### src/hdl/ooo_issue_macros.svh
`ifndef OOO_ISSUE_MACROS_SVH
`define OOO_ISSUE_MACROS_SVH

// Reservation station depth
`define RS_NUM_ENTS 8

// Physical register file size and tag width
`define PRF_NUM_REGS 32
`define PRF_ID_W 5

// Datapath width
`define DATA_W 32

// Width of the immediate carried in the second operand field
`define IMM_W 12

`endif

### src/hdl/ooo_issue_pkg.sv
`include "ooo_issue_macros.svh"

package ooo_issue_pkg;

    // Physical register tag
    typedef logic [`PRF_ID_W-1:0] t_prf_id;

    // Data word as held in the register file
    typedef logic [`DATA_W-1:0] t_data;

    // Micro-op opcodes
    typedef enum logic [2:0] {
        OP_LI   = 3'd0,
        OP_ADDI = 3'd1,
        OP_ADD  = 3'd2,
        OP_SUB  = 3'd3,
        OP_AND  = 3'd4,
        OP_XOR  = 3'd5
    } t_uop_op;

    // Register view of the second operand field
    typedef struct packed {
        logic [`IMM_W-`PRF_ID_W-1:0] pad;
        t_prf_id                     preg;
    } t_src2_reg;

    // Second operand field read as a register tag or an immediate by opcode
    // LI and ADDI read it as an immediate, everything else as a tag
    typedef union packed {
        t_src2_reg             r;
        logic [`IMM_W-1:0]     imm;
    } t_src2_field;

    // Only LI has no first source
    function automatic logic op_uses_src1(input t_uop_op op);
        return (op != OP_LI);
    endfunction

endpackage

### src/hdl/alu_exec.sv
`timescale 1ns/1ps

`include "ooo_issue_macros.svh"

module alu_exec (
    input  logic                    clk,
    input  logic                    rst_n,

    input  logic                    iss_valid,
    input  ooo_issue_pkg::t_uop_op  iss_op,
    input  ooo_issue_pkg::t_prf_id  iss_pdst,
    input  ooo_issue_pkg::t_data    iss_src1_val,
    input  ooo_issue_pkg::t_data    iss_src2_val,
    input  logic [`IMM_W-1:0]       iss_imm,

    output logic                    wb_valid,
    output ooo_issue_pkg::t_prf_id  wb_pdst,
    output ooo_issue_pkg::t_data    wb_data
);

    ooo_issue_pkg::t_data imm_sext;
    ooo_issue_pkg::t_data result;

    assign imm_sext = {{(`DATA_W - `IMM_W){iss_imm[`IMM_W-1]}}, iss_imm};

    always_comb begin
        case (iss_op)
            ooo_issue_pkg::OP_LI:   result = imm_sext;
            ooo_issue_pkg::OP_ADDI: result = iss_src1_val + imm_sext;
            ooo_issue_pkg::OP_ADD:  result = iss_src1_val + iss_src2_val;
            ooo_issue_pkg::OP_SUB:  result = iss_src1_val - iss_src2_val;
            ooo_issue_pkg::OP_AND:  result = iss_src1_val & iss_src2_val;
            ooo_issue_pkg::OP_XOR:  result = iss_src1_val ^ iss_src2_val;
            default:                result = '0;
        endcase
    end

    // Writeback one cycle after issue
    always_ff @(posedge clk or negedge rst_n) begin
        if (!rst_n) begin
            wb_valid <= 1'b0;
        end else begin
            wb_valid <= iss_valid;
        end
    end

    always_ff @(posedge clk) begin
        if (iss_valid) begin
            wb_pdst <= iss_pdst;
            wb_data <= result;
        end
    end

endmodule

### src/hdl/ooo_issue_top.sv
`timescale 1ns/1ps

`include "ooo_issue_macros.svh"

module ooo_issue_top (
    input  logic                       clk,
    input  logic                       rst_n,

    input  logic                       disp_valid,
    input  ooo_issue_pkg::t_uop_op     disp_op,
    input  ooo_issue_pkg::t_prf_id     disp_pdst,
    input  ooo_issue_pkg::t_prf_id     disp_psrc1,
    input  ooo_issue_pkg::t_src2_field disp_src2,
    output logic                       rs_stall,

    output logic                       wb_valid,
    output ooo_issue_pkg::t_prf_id     wb_pdst,
    output ooo_issue_pkg::t_data       wb_data
);

    logic [`PRF_NUM_REGS-1:0]     prf_ready;
    logic [1:0]                   prf_rd_en;
    ooo_issue_pkg::t_prf_id [1:0] prf_rd_addr;
    ooo_issue_pkg::t_data [1:0]   prf_rd_data;

    logic                         iss_valid;
    ooo_issue_pkg::t_uop_op       iss_op;
    ooo_issue_pkg::t_prf_id       iss_pdst;
    ooo_issue_pkg::t_data         iss_src1_val;
    ooo_issue_pkg::t_data         iss_src2_val;
    logic [`IMM_W-1:0]            iss_imm;

    rs u_rs (
        .clk          (clk),
        .rst_n        (rst_n),
        .disp_valid   (disp_valid),
        .disp_op      (disp_op),
        .disp_pdst    (disp_pdst),
        .disp_psrc1   (disp_psrc1),
        .disp_src2    (disp_src2),
        .rs_stall     (rs_stall),
        .prf_ready    (prf_ready),
        .wb_valid     (wb_valid),
        .wb_pdst      (wb_pdst),
        .prf_rd_en    (prf_rd_en),
        .prf_rd_addr  (prf_rd_addr),
        .prf_rd_data  (prf_rd_data),
        .iss_valid    (iss_valid),
        .iss_op       (iss_op),
        .iss_pdst     (iss_pdst),
        .iss_src1_val (iss_src1_val),
        .iss_src2_val (iss_src2_val),
        .iss_imm      (iss_imm)
    );

    // Scoreboard follows dispatch directly
    prf u_prf (
        .clk         (clk),
        .rst_n       (rst_n),
        .disp_valid  (disp_valid),
        .disp_pdst   (disp_pdst),
        .wb_valid    (wb_valid),
        .wb_pdst     (wb_pdst),
        .wb_data     (wb_data),
        .prf_rd_en   (prf_rd_en),
        .prf_rd_addr (prf_rd_addr),
        .prf_rd_data (prf_rd_data),
        .prf_ready   (prf_ready)
    );

    alu_exec u_alu (
        .clk          (clk),
        .rst_n        (rst_n),
        .iss_valid    (iss_valid),
        .iss_op       (iss_op),
        .iss_pdst     (iss_pdst),
        .iss_src1_val (iss_src1_val),
        .iss_src2_val (iss_src2_val),
        .iss_imm      (iss_imm),
        .wb_valid     (wb_valid),
        .wb_pdst      (wb_pdst),
        .wb_data      (wb_data)
    );

endmodule

### src/hdl/prf.sv
`timescale 1ns/1ps

`include "ooo_issue_macros.svh"

module prf (
    input  logic                         clk,
    input  logic                         rst_n,

    input  logic                         disp_valid,
    input  ooo_issue_pkg::t_prf_id       disp_pdst,

    input  logic                         wb_valid,
    input  ooo_issue_pkg::t_prf_id       wb_pdst,
    input  ooo_issue_pkg::t_data         wb_data,

    input  logic [1:0]                   prf_rd_en,
    input  ooo_issue_pkg::t_prf_id [1:0] prf_rd_addr,
    output ooo_issue_pkg::t_data [1:0]   prf_rd_data,

    output logic [`PRF_NUM_REGS-1:0]     prf_ready
);

    ooo_issue_pkg::t_data regs [`PRF_NUM_REGS];

    // All registers read as zero out of reset
    always_ff @(posedge clk or negedge rst_n) begin
        if (!rst_n) begin
            regs <= '{default: '0};
        end else if (wb_valid) begin
            regs[wb_pdst] <= wb_data;
        end
    end

    // Ready scoreboard
    // Dispatch and writeback never target the same tag in one cycle
    always_ff @(posedge clk or negedge rst_n) begin
        if (!rst_n) begin
            prf_ready <= '1;
        end else begin
            if (disp_valid) begin
                prf_ready[disp_pdst] <= 1'b0;
            end
            if (wb_valid) begin
                prf_ready[wb_pdst] <= 1'b1;
            end
        end
    end

    // Registered read ports
    always_ff @(posedge clk) begin
        for (int p = 0; p < 2; p++) begin
            if (prf_rd_en[p]) begin
                prf_rd_data[p] <= regs[prf_rd_addr[p]];
            end
        end
    end

endmodule

### src/hdl/rs.sv
`timescale 1ns/1ps

`include "ooo_issue_macros.svh"

module rs #(
    parameter int NUM_ENTS = `RS_NUM_ENTS
) (
    input  logic                         clk,
    input  logic                         rst_n,

    input  logic                         disp_valid,
    input  ooo_issue_pkg::t_uop_op       disp_op,
    input  ooo_issue_pkg::t_prf_id       disp_pdst,
    input  ooo_issue_pkg::t_prf_id       disp_psrc1,
    input  ooo_issue_pkg::t_src2_field   disp_src2,
    output logic                         rs_stall,

    input  logic [`PRF_NUM_REGS-1:0]     prf_ready,

    input  logic                         wb_valid,
    input  ooo_issue_pkg::t_prf_id       wb_pdst,

    output logic [1:0]                   prf_rd_en,
    output ooo_issue_pkg::t_prf_id [1:0] prf_rd_addr,
    input  ooo_issue_pkg::t_data [1:0]   prf_rd_data,

    output logic                         iss_valid,
    output ooo_issue_pkg::t_uop_op       iss_op,
    output ooo_issue_pkg::t_prf_id       iss_pdst,
    output ooo_issue_pkg::t_data         iss_src1_val,
    output ooo_issue_pkg::t_data         iss_src2_val,
    output logic [`IMM_W-1:0]            iss_imm
);

    logic [NUM_ENTS-1:0]         ent_valid;
    logic [NUM_ENTS-1:0]         ent_req;
    logic [NUM_ENTS-1:0]         ent_gnt;
    logic [NUM_ENTS-1:0]         ent_alloc;
    ooo_issue_pkg::t_uop_op      ent_op    [NUM_ENTS];
    ooo_issue_pkg::t_prf_id      ent_pdst  [NUM_ENTS];
    ooo_issue_pkg::t_prf_id      ent_psrc1 [NUM_ENTS];
    ooo_issue_pkg::t_src2_field  ent_src2  [NUM_ENTS];
    logic [1:0]                  ent_uses  [NUM_ENTS];

    logic [1:0]                  alloc_rdy;

    logic                        sel_valid;
    ooo_issue_pkg::t_uop_op      sel_op;
    ooo_issue_pkg::t_prf_id      sel_pdst;
    ooo_issue_pkg::t_prf_id      sel_psrc1;
    ooo_issue_pkg::t_src2_field  sel_src2;
    logic [1:0]                  sel_uses;

    logic [1:0]                  uses_rs2;

    // Lowest set bit as a one-hot vector
    function automatic logic [NUM_ENTS-1:0] first_one(input logic [NUM_ENTS-1:0] vec);
        logic [NUM_ENTS-1:0] onehot;
        onehot = '0;
        for (int i = NUM_ENTS - 1; i >= 0; i--) begin
            if (vec[i]) begin
                onehot = '0;
                onehot[i] = 1'b1;
            end
        end
        return onehot;
    endfunction

    // Allocation into the first free entry
    assign rs_stall  = &ent_valid;
    assign ent_alloc = disp_valid ? first_one(~ent_valid) : '0;

    // Source readiness at allocation, including a same-cycle writeback
    assign alloc_rdy[0] = prf_ready[disp_psrc1] || (wb_valid && (wb_pdst == disp_psrc1));
    assign alloc_rdy[1] = prf_ready[disp_src2.r.preg] ||
                          (wb_valid && (wb_pdst == disp_src2.r.preg));

    for (genvar i = 0; i < NUM_ENTS; i++) begin : g_ent
        rs_entry u_entry (
            .clk         (clk),
            .rst_n       (rst_n),
            .alloc       (ent_alloc[i]),
            .alloc_op    (disp_op),
            .alloc_pdst  (disp_pdst),
            .alloc_psrc1 (disp_psrc1),
            .alloc_src2  (disp_src2),
            .alloc_ready (alloc_rdy),
            .wb_valid    (wb_valid),
            .wb_pdst     (wb_pdst),
            .gnt         (ent_gnt[i]),
            .valid       (ent_valid[i]),
            .req         (ent_req[i]),
            .op          (ent_op[i]),
            .pdst        (ent_pdst[i]),
            .psrc1       (ent_psrc1[i]),
            .src2        (ent_src2[i]),
            .uses_src    (ent_uses[i])
        );
    end

    // Stage rs1 grants the lowest requester
    assign sel_valid = |ent_req;
    assign ent_gnt   = first_one(ent_req);

    always_comb begin
        sel_op    = ooo_issue_pkg::OP_LI;
        sel_pdst  = '0;
        sel_psrc1 = '0;
        sel_src2  = '0;
        sel_uses  = 2'b00;
        for (int i = 0; i < NUM_ENTS; i++) begin
            if (ent_gnt[i]) begin
                sel_op    = ent_op[i];
                sel_pdst  = ent_pdst[i];
                sel_psrc1 = ent_psrc1[i];
                sel_src2  = ent_src2[i];
                sel_uses  = ent_uses[i];
            end
        end
    end

    // Register file read for the selected micro-op
    assign prf_rd_en[0]   = sel_valid && sel_uses[0];
    assign prf_rd_addr[0] = sel_psrc1;
    assign prf_rd_en[1]   = sel_valid && sel_uses[1];
    assign prf_rd_addr[1] = sel_src2.r.preg;

    // rs2 staging
    always_ff @(posedge clk or negedge rst_n) begin
        if (!rst_n) begin
            iss_valid <= 1'b0;
            uses_rs2  <= 2'b00;
        end else begin
            iss_valid <= sel_valid;
            uses_rs2  <= prf_rd_en;
        end
    end

    always_ff @(posedge clk) begin
        if (sel_valid) begin
            iss_op   <= sel_op;
            iss_pdst <= sel_pdst;
            iss_imm  <= sel_src2.imm;
        end
    end

    // Read data lands in rs2 and is zeroed where a source is unused
    assign iss_src1_val = uses_rs2[0] ? prf_rd_data[0] : '0;
    assign iss_src2_val = uses_rs2[1] ? prf_rd_data[1] : '0;

endmodule

### src/hdl/rs_entry.sv
`timescale 1ns/1ps

module rs_entry (
    input  logic                      clk,
    input  logic                      rst_n,

    input  logic                      alloc,
    input  ooo_issue_pkg::t_uop_op    alloc_op,
    input  ooo_issue_pkg::t_prf_id    alloc_pdst,
    input  ooo_issue_pkg::t_prf_id    alloc_psrc1,
    input  ooo_issue_pkg::t_src2_field alloc_src2,
    input  logic [1:0]                alloc_ready,

    input  logic                      wb_valid,
    input  ooo_issue_pkg::t_prf_id    wb_pdst,

    input  logic                      gnt,

    output logic                      valid,
    output logic                      req,

    output ooo_issue_pkg::t_uop_op    op,
    output ooo_issue_pkg::t_prf_id    pdst,
    output ooo_issue_pkg::t_prf_id    psrc1,
    output ooo_issue_pkg::t_src2_field src2,
    output logic [1:0]                uses_src
);

    logic [1:0] src_rdy;
    logic [1:0] wake;

    // Source usage from the held opcode
    assign uses_src[0] = ooo_issue_pkg::op_uses_src1(op);
    assign uses_src[1] = (op != ooo_issue_pkg::OP_LI) && (op != ooo_issue_pkg::OP_ADDI);

    // Tag match against the writeback broadcast
    // src2 is only a tag under the register view
    assign wake[0] = wb_valid && (wb_pdst == psrc1);
    assign wake[1] = wb_valid && uses_src[1] && (wb_pdst == src2.r.preg);

    always_ff @(posedge clk or negedge rst_n) begin
        if (!rst_n) begin
            valid   <= 1'b0;
            src_rdy <= 2'b00;
        end else if (alloc) begin
            valid   <= 1'b1;
            src_rdy <= alloc_ready;
        end else begin
            if (gnt) begin
                valid <= 1'b0;
            end
            src_rdy <= src_rdy | wake;
        end
    end

    // Micro-op payload, loaded on allocation
    always_ff @(posedge clk) begin
        if (alloc) begin
            op    <= alloc_op;
            pdst  <= alloc_pdst;
            psrc1 <= alloc_psrc1;
            src2  <= alloc_src2;
        end
    end

    // Unused sources count as ready
    assign req = valid && (&(src_rdy | ~uses_src));

endmodule

### config.mk
export PLATFORM = sky130hd
export DESIGN_NAME = ooo_issue_top
export DESIGN_NICKNAME = d
export VERILOG_FILES = /design/src/hdl/ooo_issue_pkg.sv /design/src/hdl/alu_exec.sv /design/src/hdl/ooo_issue_top.sv /design/src/hdl/prf.sv /design/src/hdl/rs.sv /design/src/hdl/rs_entry.sv
export VERILOG_INCLUDE_DIRS = /design/src /design/src/hdl
export SDC_FILE = /design/constraint.sdc
export NUM_CORES = 2
export LEC_CHECK = 0
export BUFFER_PORTS_ARGS = -buffer_cell sky130_fd_sc_hd__buf_2
export CAP_MARGIN = 20
export CORE_AREA = 2 2 508 510
export DETAILED_ROUTE_END_ITERATION = 16
export DIE_AREA = 0 0 510 512
export GPL_TIMING_DRIVEN = 0
export PLACE_DENSITY_LB_ADDON = 0.08
export SETUP_SLACK_MARGIN = 0.1
export SLEW_MARGIN = 5
export SYNTH_ARGS = -nofsm -noshare
export SYNTH_HDL_FRONTEND = slang
export SYNTH_SLANG_ARGS = --single-unit
### constraint.sdc
create_clock -name clk -period 11.9 [get_ports clk]
set_input_delay 1.19 -clock clk [delete_from_list [all_inputs] [get_ports clk]]
set_output_delay 1.19 -clock clk [all_outputs]
set_load 0.02 [all_outputs]
## After elaboration in Yosys (flattened, before gate mapping)

Cells that the tools add are included.

| operators by class | value |
|---|---|
| add/sub/neg operators | 3 |
| magnitude comparators | 10 |
| eq/ne operators | 31 |
| muxes and demuxes | 103 |
| bitwise logic cells | 33 |
| reductions and logical operators | 76 |

Operators with widths:

| cell | number |
|---|---|
| $bwmux W1024 | 1 |
| $bmux W32 S5 | 2 |
| $mux W32 | 9 |
| $pmux W32 S6 | 1 |
| $demux W32 S5 | 1 |
| $mux W8 | 17 |
| $mux W12 | 8 |
| $eq A5 B5 Y1 | 18 |
| $mux W5 | 16 |
| $add A32 B32 Y32 | 2 |
| $and A32 B32 Y32 | 2 |
| $logic_and A1 B1 Y1 | 47 |
| $mux W2 | 16 |
| $not A32 Y32 | 1 |
| $or A2 B2 Y2 | 16 |
| $or A32 B32 Y32 | 1 |
| $sub A32 B32 Y32 | 1 |
| $xor A32 B32 Y32 | 1 |
| $lt A5 B6 Y1 const B | 4 |
| $mux W3 | 8 |
| $ne A3 B1 Y1 const B | 8 |
| $reduce_bool A3 Y1 | 8 |
| $mux W1 | 20 |
| $ge A6 B6 Y1 const B | 3 |
| 16 further kinds | 45 |

| word-level totals | value |
|---|---|
| bits in registers | 1405 |
| bits of input ports | 28 |
| word-level logic and storage cells | 347 |

## Logic depth before layout (Yosys ltp)

| logic depth | value |
|---|---|
| depth in word-level cells | 26 |
| gate-level depth with buffers | 25 |
| gate-level depth less buffers | 21 |

## By module

Synthesis repeated with hierarchy kept, for this count alone.

| unflattened totals | value |
|---|---|
| cells, all modules | 6434 |
| area total of the unflattened synthesis | 76208.1 µm² |

Modules (own cells, without submodules):

| module | times used | cells each | area an instance (µm²) | sequential area each (µm²) |
|---|---|---|---|---|
| prf | 1 | 4783 | 58823.9 | 28387.2 |
| rs_entry | 8 | 53 | 1014.7 | 825.8 |
| alu_exec | 1 | 658 | 5168.7 | 1136.1 |
| rs | 1 | 569 | 4097.7 | 675.6 |

## Least setup slack after synthesis

Ideal clock, no wire load.

| path | value |
|---|---|
| path type | reg-to-reg |
| start | reg u_rs.uses_rs2[1] |
| end | reg u_alu.wb_data[29], data pin |
| setup time | 0.271 ns |
| data arrival time | 4.884 ns |
| required time | 11.629 ns |
| path slack | 6.745 ns |
| stages on the path, launching flop included | 26 |
| cells stage by stage | dfrtp_1 > clkbuf_1 > clkbuf_1 > clkbuf_1 > clkbuf_1 > nand2_1 > ha_1 > nand4_1 > or3_1 > nor3_1 > o21a_1 > nor2_1 > xnor2_1 > a21oi_1 > ha_1 > a21o_1 > a21o_1 > a21o_1 > nand2_1 > o21ai_0 > o21ai_0 > a31oi_1 > or4_1 > a31oi_1 > xor2_1 > o22ai_1 |

| on the way | value |
|---|---|
| longest elaborated chain between the ends | 3 |
| elaborated cells on any way between the ends | 6 |

Ends and longest elaborated chain:

| item | line | RTL |
|---|---|---|
| start, declared | rs.sv:54 | `logic [1:0] uses_rs2;` |
| start signal, assigned | rs.sv:135 | `uses_rs2 <= prf_rd_en;` |
| $mux W32 (*) | rs.sv:149 | `assign iss_src2_val = uses_rs2[1] ? prf_rd_data[1] : '0;` |
| $sub A32 B32 Y32, or another cell as far along | alu_exec.sv:31 | `ooo_issue_pkg::OP_SUB: result = iss_src1_val - iss_src2_val;` |
| $pmux W32 S6 (*) | alu_exec.sv:27 | `case (iss_op)` |
| end signal, assigned | alu_exec.sv:50 | `wb_data <= result;` |
| end, declared | alu_exec.sv:18 | `output ooo_issue_pkg::t_data wb_data` |

Mark *: on every way between the ends. The rest lies on a longest branch, timed or not.
A chain may end at the register's enable or synchronous reset.

## Final worst setup path

| path | value |
|---|---|
| start | reg u_rs.g_ent[2].u_entry.op[2] |
| end | reg u_prf.prf_rd_data[21] in the netlist's numbering, data pin |

| on the way | value |
|---|---|
| longest elaborated chain between the ends | 21 |
| elaborated cells on any way between the ends | 22 |

Ends and longest elaborated chain:

| item | line | RTL |
|---|---|---|
| start, declared | rs_entry.sv:22 | `output ooo_issue_pkg::t_uop_op op,` |
| start signal, assigned | rs_entry.sv:59 | `op <= alloc_op;` |
| $ne A3 B1 Y1 / $reduce_bool A3 Y1 (equally long branches) | rs_entry.sv:34, ooo_issue_pkg.sv:36 |  |
| $logic_and A1 B1 Y1 | rs_entry.sv:34 | `assign uses_src[1] = (op != ooo_issue_pkg::OP_LI) && (op != ooo_issue_pkg::OP_ADDI);` |
| $not A2 Y2 (*) | rs_entry.sv:67 | `assign req = valid && (&(src_rdy \| ~uses_src));` |
| $or A2 B2 Y2 (*) | rs_entry.sv:67 |  |
| $reduce_and A2 Y1 (*) | rs_entry.sv:67 |  |
| $logic_and A1 B1 Y1 (*) | rs_entry.sv:67 |  |
| $mux W8 (*) (3 in series) | rs.sv:61 | `if (vec[i]) begin` |
| $mux W5 (7 in series) | rs.sv:112 | `if (ent_gnt[i]) begin` |
| $mux W5 (*) | rs.sv:112 |  |
| $not A5 Y6 (implied by the code) (*) | prf.sv:53 | `prf_rd_data[p] <= regs[prf_rd_addr[p]];` |
| $bmux W32 S5 (*) | prf.sv:53 |  |
| $mux W32 (implied by the code) (*) (2 in series) | prf.sv:53 |  |
| end signal, assigned by index | prf.sv:53 |  |
| end, declared | prf.sv:18 | `output ooo_issue_pkg::t_data [1:0] prf_rd_data,` |

Mark *: on every way between the ends. The rest lies on a longest branch, timed or not. The select of a mux whose other input is x is not followed.

==> implementation parameters <==
Parameter                              Value

Clock tree
  Cell chosen for the clock root ... sky130_fd_sc_hd__clkbuf_16
  Number of clock sinks seen by CTS ... around 1.4k
  Buffers from clock root to sink, at most ... 3
  Number of gates resized after cts ... 0
  Clock latency of the later-clocked register in the worst-skew pair ... between 900 and 1000 ps
  Clock tree from TritonCTS ... yes
  CTS H-tree lvls ... 4
  Number of buffers added for setup after CTS ... 0
  Register clock-pin slew on the reported worst setup and hold paths ... 60 ps
  Number of buffers added by the clock tree synthesis step ... 171
  CTS hold repair buffers ... 0

Synth
  Part of the Yosys area used for sequential elements ... between 40% and 50%
  Ranking of synthesized cells by area ... sky130_fd_sc_hd__dfrtp_1, sky130_fd_sc_hd__mux2_2, sky130_fd_sc_hd__edfxtp_1
  Number of standard cells after synthesis ... about 7.8k
  Portion of synthesized cell area occupied by the leading cell type ... between 30% and 40%
  Synth warnings ... 0
  Largest area contributor in the netlist ... sky130_fd_sc_hd__dfrtp_1
  Net Count, Synth ... roughly 8k
  Share of synthesized flip-flops with an asynchronous set or reset ... just under 80%
  Number of enable flip-flop cells after synthesis ... around 320
  Synthesized cell area ... between 70000 and 80000 um^2
  Average cell area after synthesis ... just under 10 um^2
  Most common library cells after synthesis ... sky130_fd_sc_hd__nand2_1, sky130_fd_sc_hd__dfrtp_1, sky130_fd_sc_hd__mux2_2
  Synthesis-stage register bit count ... 1405
  Distinct cells, synth ... between 70 and 80
  Cell with the most instances after synthesis ... sky130_fd_sc_hd__nand2_1
  Commonest register cell after synthesis ... sky130_fd_sc_hd__dfrtp_1

Worst setup path
  R2R setup slack ... roughly 3900 ps
  Kind of start point of the critical path ... register
  Required time at the worst-slack endpoint ... 12440 ps
  Critical path endpoint category ... register
  Worst endpoint data arrival time ... approximately 8500 ps
  Path type of the worst setup path ... reg2reg
  Max Fanout on Critical Path ... 10

Die
  Core Rows ... around 190
  # IOs ... between 60 and 70
  Effective utilization at floorplan ... between 20% and 30%
  Die Footprint ... roughly 260000 um^2
  Vertical extent of the die ... 512 um
  Core Box Area ... roughly 260000 um^2
  Chip Width ... about 500 um

Detailed routing
  Count of routing violations after the opening detailed-route iteration ... slightly below 9k
  Number of nets with antenna violations after detailed routing ... 0
  Routed vias ... around 68k
  First-pass iteration count of the detailed router ... 9
  Detailed-route DRC error count ... 0
  Post-detailed-routing wire length ... 419 mm
  Per-cell routed wire length ... approximately 36 um
  Number of vias per cell after detailed routing ... around 5.9

STA
  Maximum operating frequency ... 126 MHz
  Actual slew at the worst max-slew pin ... ~1400 ps
  Final slew viol count ... 0
  Portion of the clock cycle consumed by the worst path in the final layout ... 66.9%
  Slack of the critical path ... 3940 ps
  Final setup violating endpoints ... 0
  Worst slew margin relative to its limit ... under 10%
  Hold violation count in the final report ... 0
  RSZ-0062 raised after global routing ... no
  Time the worst path needs with I/O delays and setup ... around 8000 ps
  Layout Skew ... 85.3 ps
  Setup total negative slack ... 0 ps

Cells and area
  Share of post-route cells with drive strength above 1 ... 20.5%
  Area grow syn2layout ... 16.0%
  Fillcell total ... ~26k
  Number of nets at the end of the flow ... 8248
  Total area of multi-input combinational cells ... roughly 37000 um^2
  Total area of sequential cells ... between 30000 and 40000 um^2
  Finished layout cell area ... approximately 90000 um^2

Place
  Cell Area, Placed ... a little over 80000 um^2
  Final weighted congestion in routability-driven placement ... 1.01
  Post-placement setup slack ... 4160 ps
  Number of buffers added on ports ... 66
  Detail Placement HPWL ... roughly 320 mm

Status
  Status ... finished, final reports clean

Flow run
  Maximum capacitance violations ... 0

GRT
  First-pass GRT wire length ... approximately 560 mm
  Pin count of the biggest net entering global routing ... 143
  Aggregate global routing overflow ... 0
  Via count of the first global-routing pass ... 66.0k
  GRT Overall Usage ... 31.3%
  Initial antenna violation count ... 56

Hold path
  Worst min-delay path class ... in2async
[per-stage QoR]
step / cells / hold WS [ps] / utilization, %
finish: 11700 / 213 / 34.6
global route: 11700 / 235 / 34.5
CTS: 11700 / 228 / 34.5
detailed placement: 11300 / 407 / 32.2
global placement: 11200 / 407 / 31.6
floorplan: 7780 / 400 / -
[flip-flops by register name, summed over array words and instances (netlist names)]
register                    cells
u_rs.iss_valid                  1
u_rs.g_ent.u_entry.valid        8
u_prf.regs                   1024
u_prf.prf_ready                32
u_alu.wb_pdst                   5
u_rs.g_ent.u_entry.psrc1       40
u_prf.prf_rd_data              64
u_alu.wb_data                  32
u_rs.iss_imm                   12
u_rs.iss_pdst                   5
u_rs.g_ent.u_entry.op          24
u_rs.uses_rs2                   2
u_rs.g_ent.u_entry.pdst        40
u_rs.iss_op                     3
u_rs.g_ent.u_entry.src2        96
u_rs.g_ent.u_entry.src_rdy     16
u_alu.wb_valid                  1
[worst max-delay path, stage by stage, from the launching register on]
cell and delay (ps):
sky130_fd_sc_hd__edfxtp_1 390, sky130_fd_sc_hd__nor2_1 300, sky130_fd_sc_hd__a22oi_1 180, sky130_fd_sc_hd__nor2_1 620, sky130_fd_sc_hd__nor4_1 300, sky130_fd_sc_hd__a222oi_1 470
sky130_fd_sc_hd__o211a_1 510, sky130_fd_sc_hd__clkbuf_1 390, sky130_fd_sc_hd__clkbuf_1 840, sky130_fd_sc_hd__clkbuf_1 990, sky130_fd_sc_hd__clkbuf_1 960, sky130_fd_sc_hd__nand3_1 270
sky130_fd_sc_hd__a31oi_1 990, sky130_fd_sc_hd__nand4_1 350
[layout by cell type, fill, tap and decap left out, types with 30 or more instances in the layout]
master                      netlist  layout
sky130_fd_sc_hd__inv_1           40      40
sky130_fd_sc_hd__a31oi_1        102     102
sky130_fd_sc_hd__edfxtp_1       321     321
sky130_fd_sc_hd__buf_1           88      86
sky130_fd_sc_hd__xnor2_1         53      53
sky130_fd_sc_hd__a21oi_1        138     137
sky130_fd_sc_hd__clkbuf_16        0     172
sky130_fd_sc_hd__and2_1          53      53
sky130_fd_sc_hd__nor2_1         171     168
sky130_fd_sc_hd__nor4_1          52      51
sky130_fd_sc_hd__buf_4            3      50
sky130_fd_sc_hd__nand2_1       2151    2151
sky130_fd_sc_hd__a311oi_1       359     359
sky130_fd_sc_hd__o21ai_0        127     112
sky130_fd_sc_hd__mux2_2        1026    1026
sky130_fd_sc_hd__mux2i_1         30      30
sky130_fd_sc_hd__clkbuf_1       512     529
sky130_fd_sc_hd__dfstp_2         32      32
sky130_fd_sc_hd__nand4_1         40      40
sky130_fd_sc_hd__nand3_1        275     275
sky130_fd_sc_hd__a32oi_1         52      52
sky130_fd_sc_hd__nor3_1         151     134
sky130_fd_sc_hd__buf_8            0      38
sky130_fd_sc_hd__clkinv_2         0      43
sky130_fd_sc_hd__and3_1         403     403
sky130_fd_sc_hd__xor2_1          96      96
sky130_fd_sc_hd__dfrtp_1       1052    1051
sky130_fd_sc_hd__buf_2           80     157
sky130_fd_sc_hd__ha_1            70      70
[final cells by class]
class	instances	area share [%]
multi-input cells	5645	41.5
plain buffers	687	3.10
clock buffers	229	5.37
well taps	3384	4.79
repair buffers	196	2.11
diodes	28	0.0793
inverters	43	0.183
flip-flops and latches	1405	41.6
clock inverters	86	1.21
[final timing paths]
check,from,end,cells after the start
setup / recovery,u_rs.g_ent[2].u_entry.op[2],u_prf.prf_rd_data[21],13
max in group asynchronous,rst_n,u_prf.regs[363],4
hold reg to reg,u_rs.iss_pdst[0],u_alu.wb_pdst[0],0
setup reg to reg,u_rs.g_ent[2].u_entry.op[2],u_prf.prf_rd_data[21],13
hold / removal,rst_n,u_prf.regs[57],1
min in group clk,u_rs.iss_pdst[0],u_alu.wb_pdst[0],0
[logic make-up (layout without fill, tap and decap cells)]
| logic type | count (synthesis) | in the layout | synth area share [%] |
|---|---|---|---|
| AOI/OAI and AO/OA | 974 | 974 | 9.39 |
| xor gates and xnor gates | 149 | 149 | 1.71 |
| adders and majority gates | 71 | 71 | 1.18 |
| buffers and inverters | 730 | 1241 | 3.78 |
| DFF | 1405 | 1405 | 48.3 |
| muxes | 1077 | 1077 | 16.2 |
| other | 0 | 28 | 0 |
| and+or+nand+nor | 3374 | 3374 | 19.5 |
[routing by layer]
metal	vias up	wire length (um)	global-route usage (%)
met5	-	401	0
met4	36	21900	14.4
met3	994	47300	11.4
met2	3890	180000	46.4
met1	35000	169000	40.3
li1	28600	-	-
Power is not shown: default switching activity piles up to over one toggle a cycle in this logic, so the estimate is an artifact.
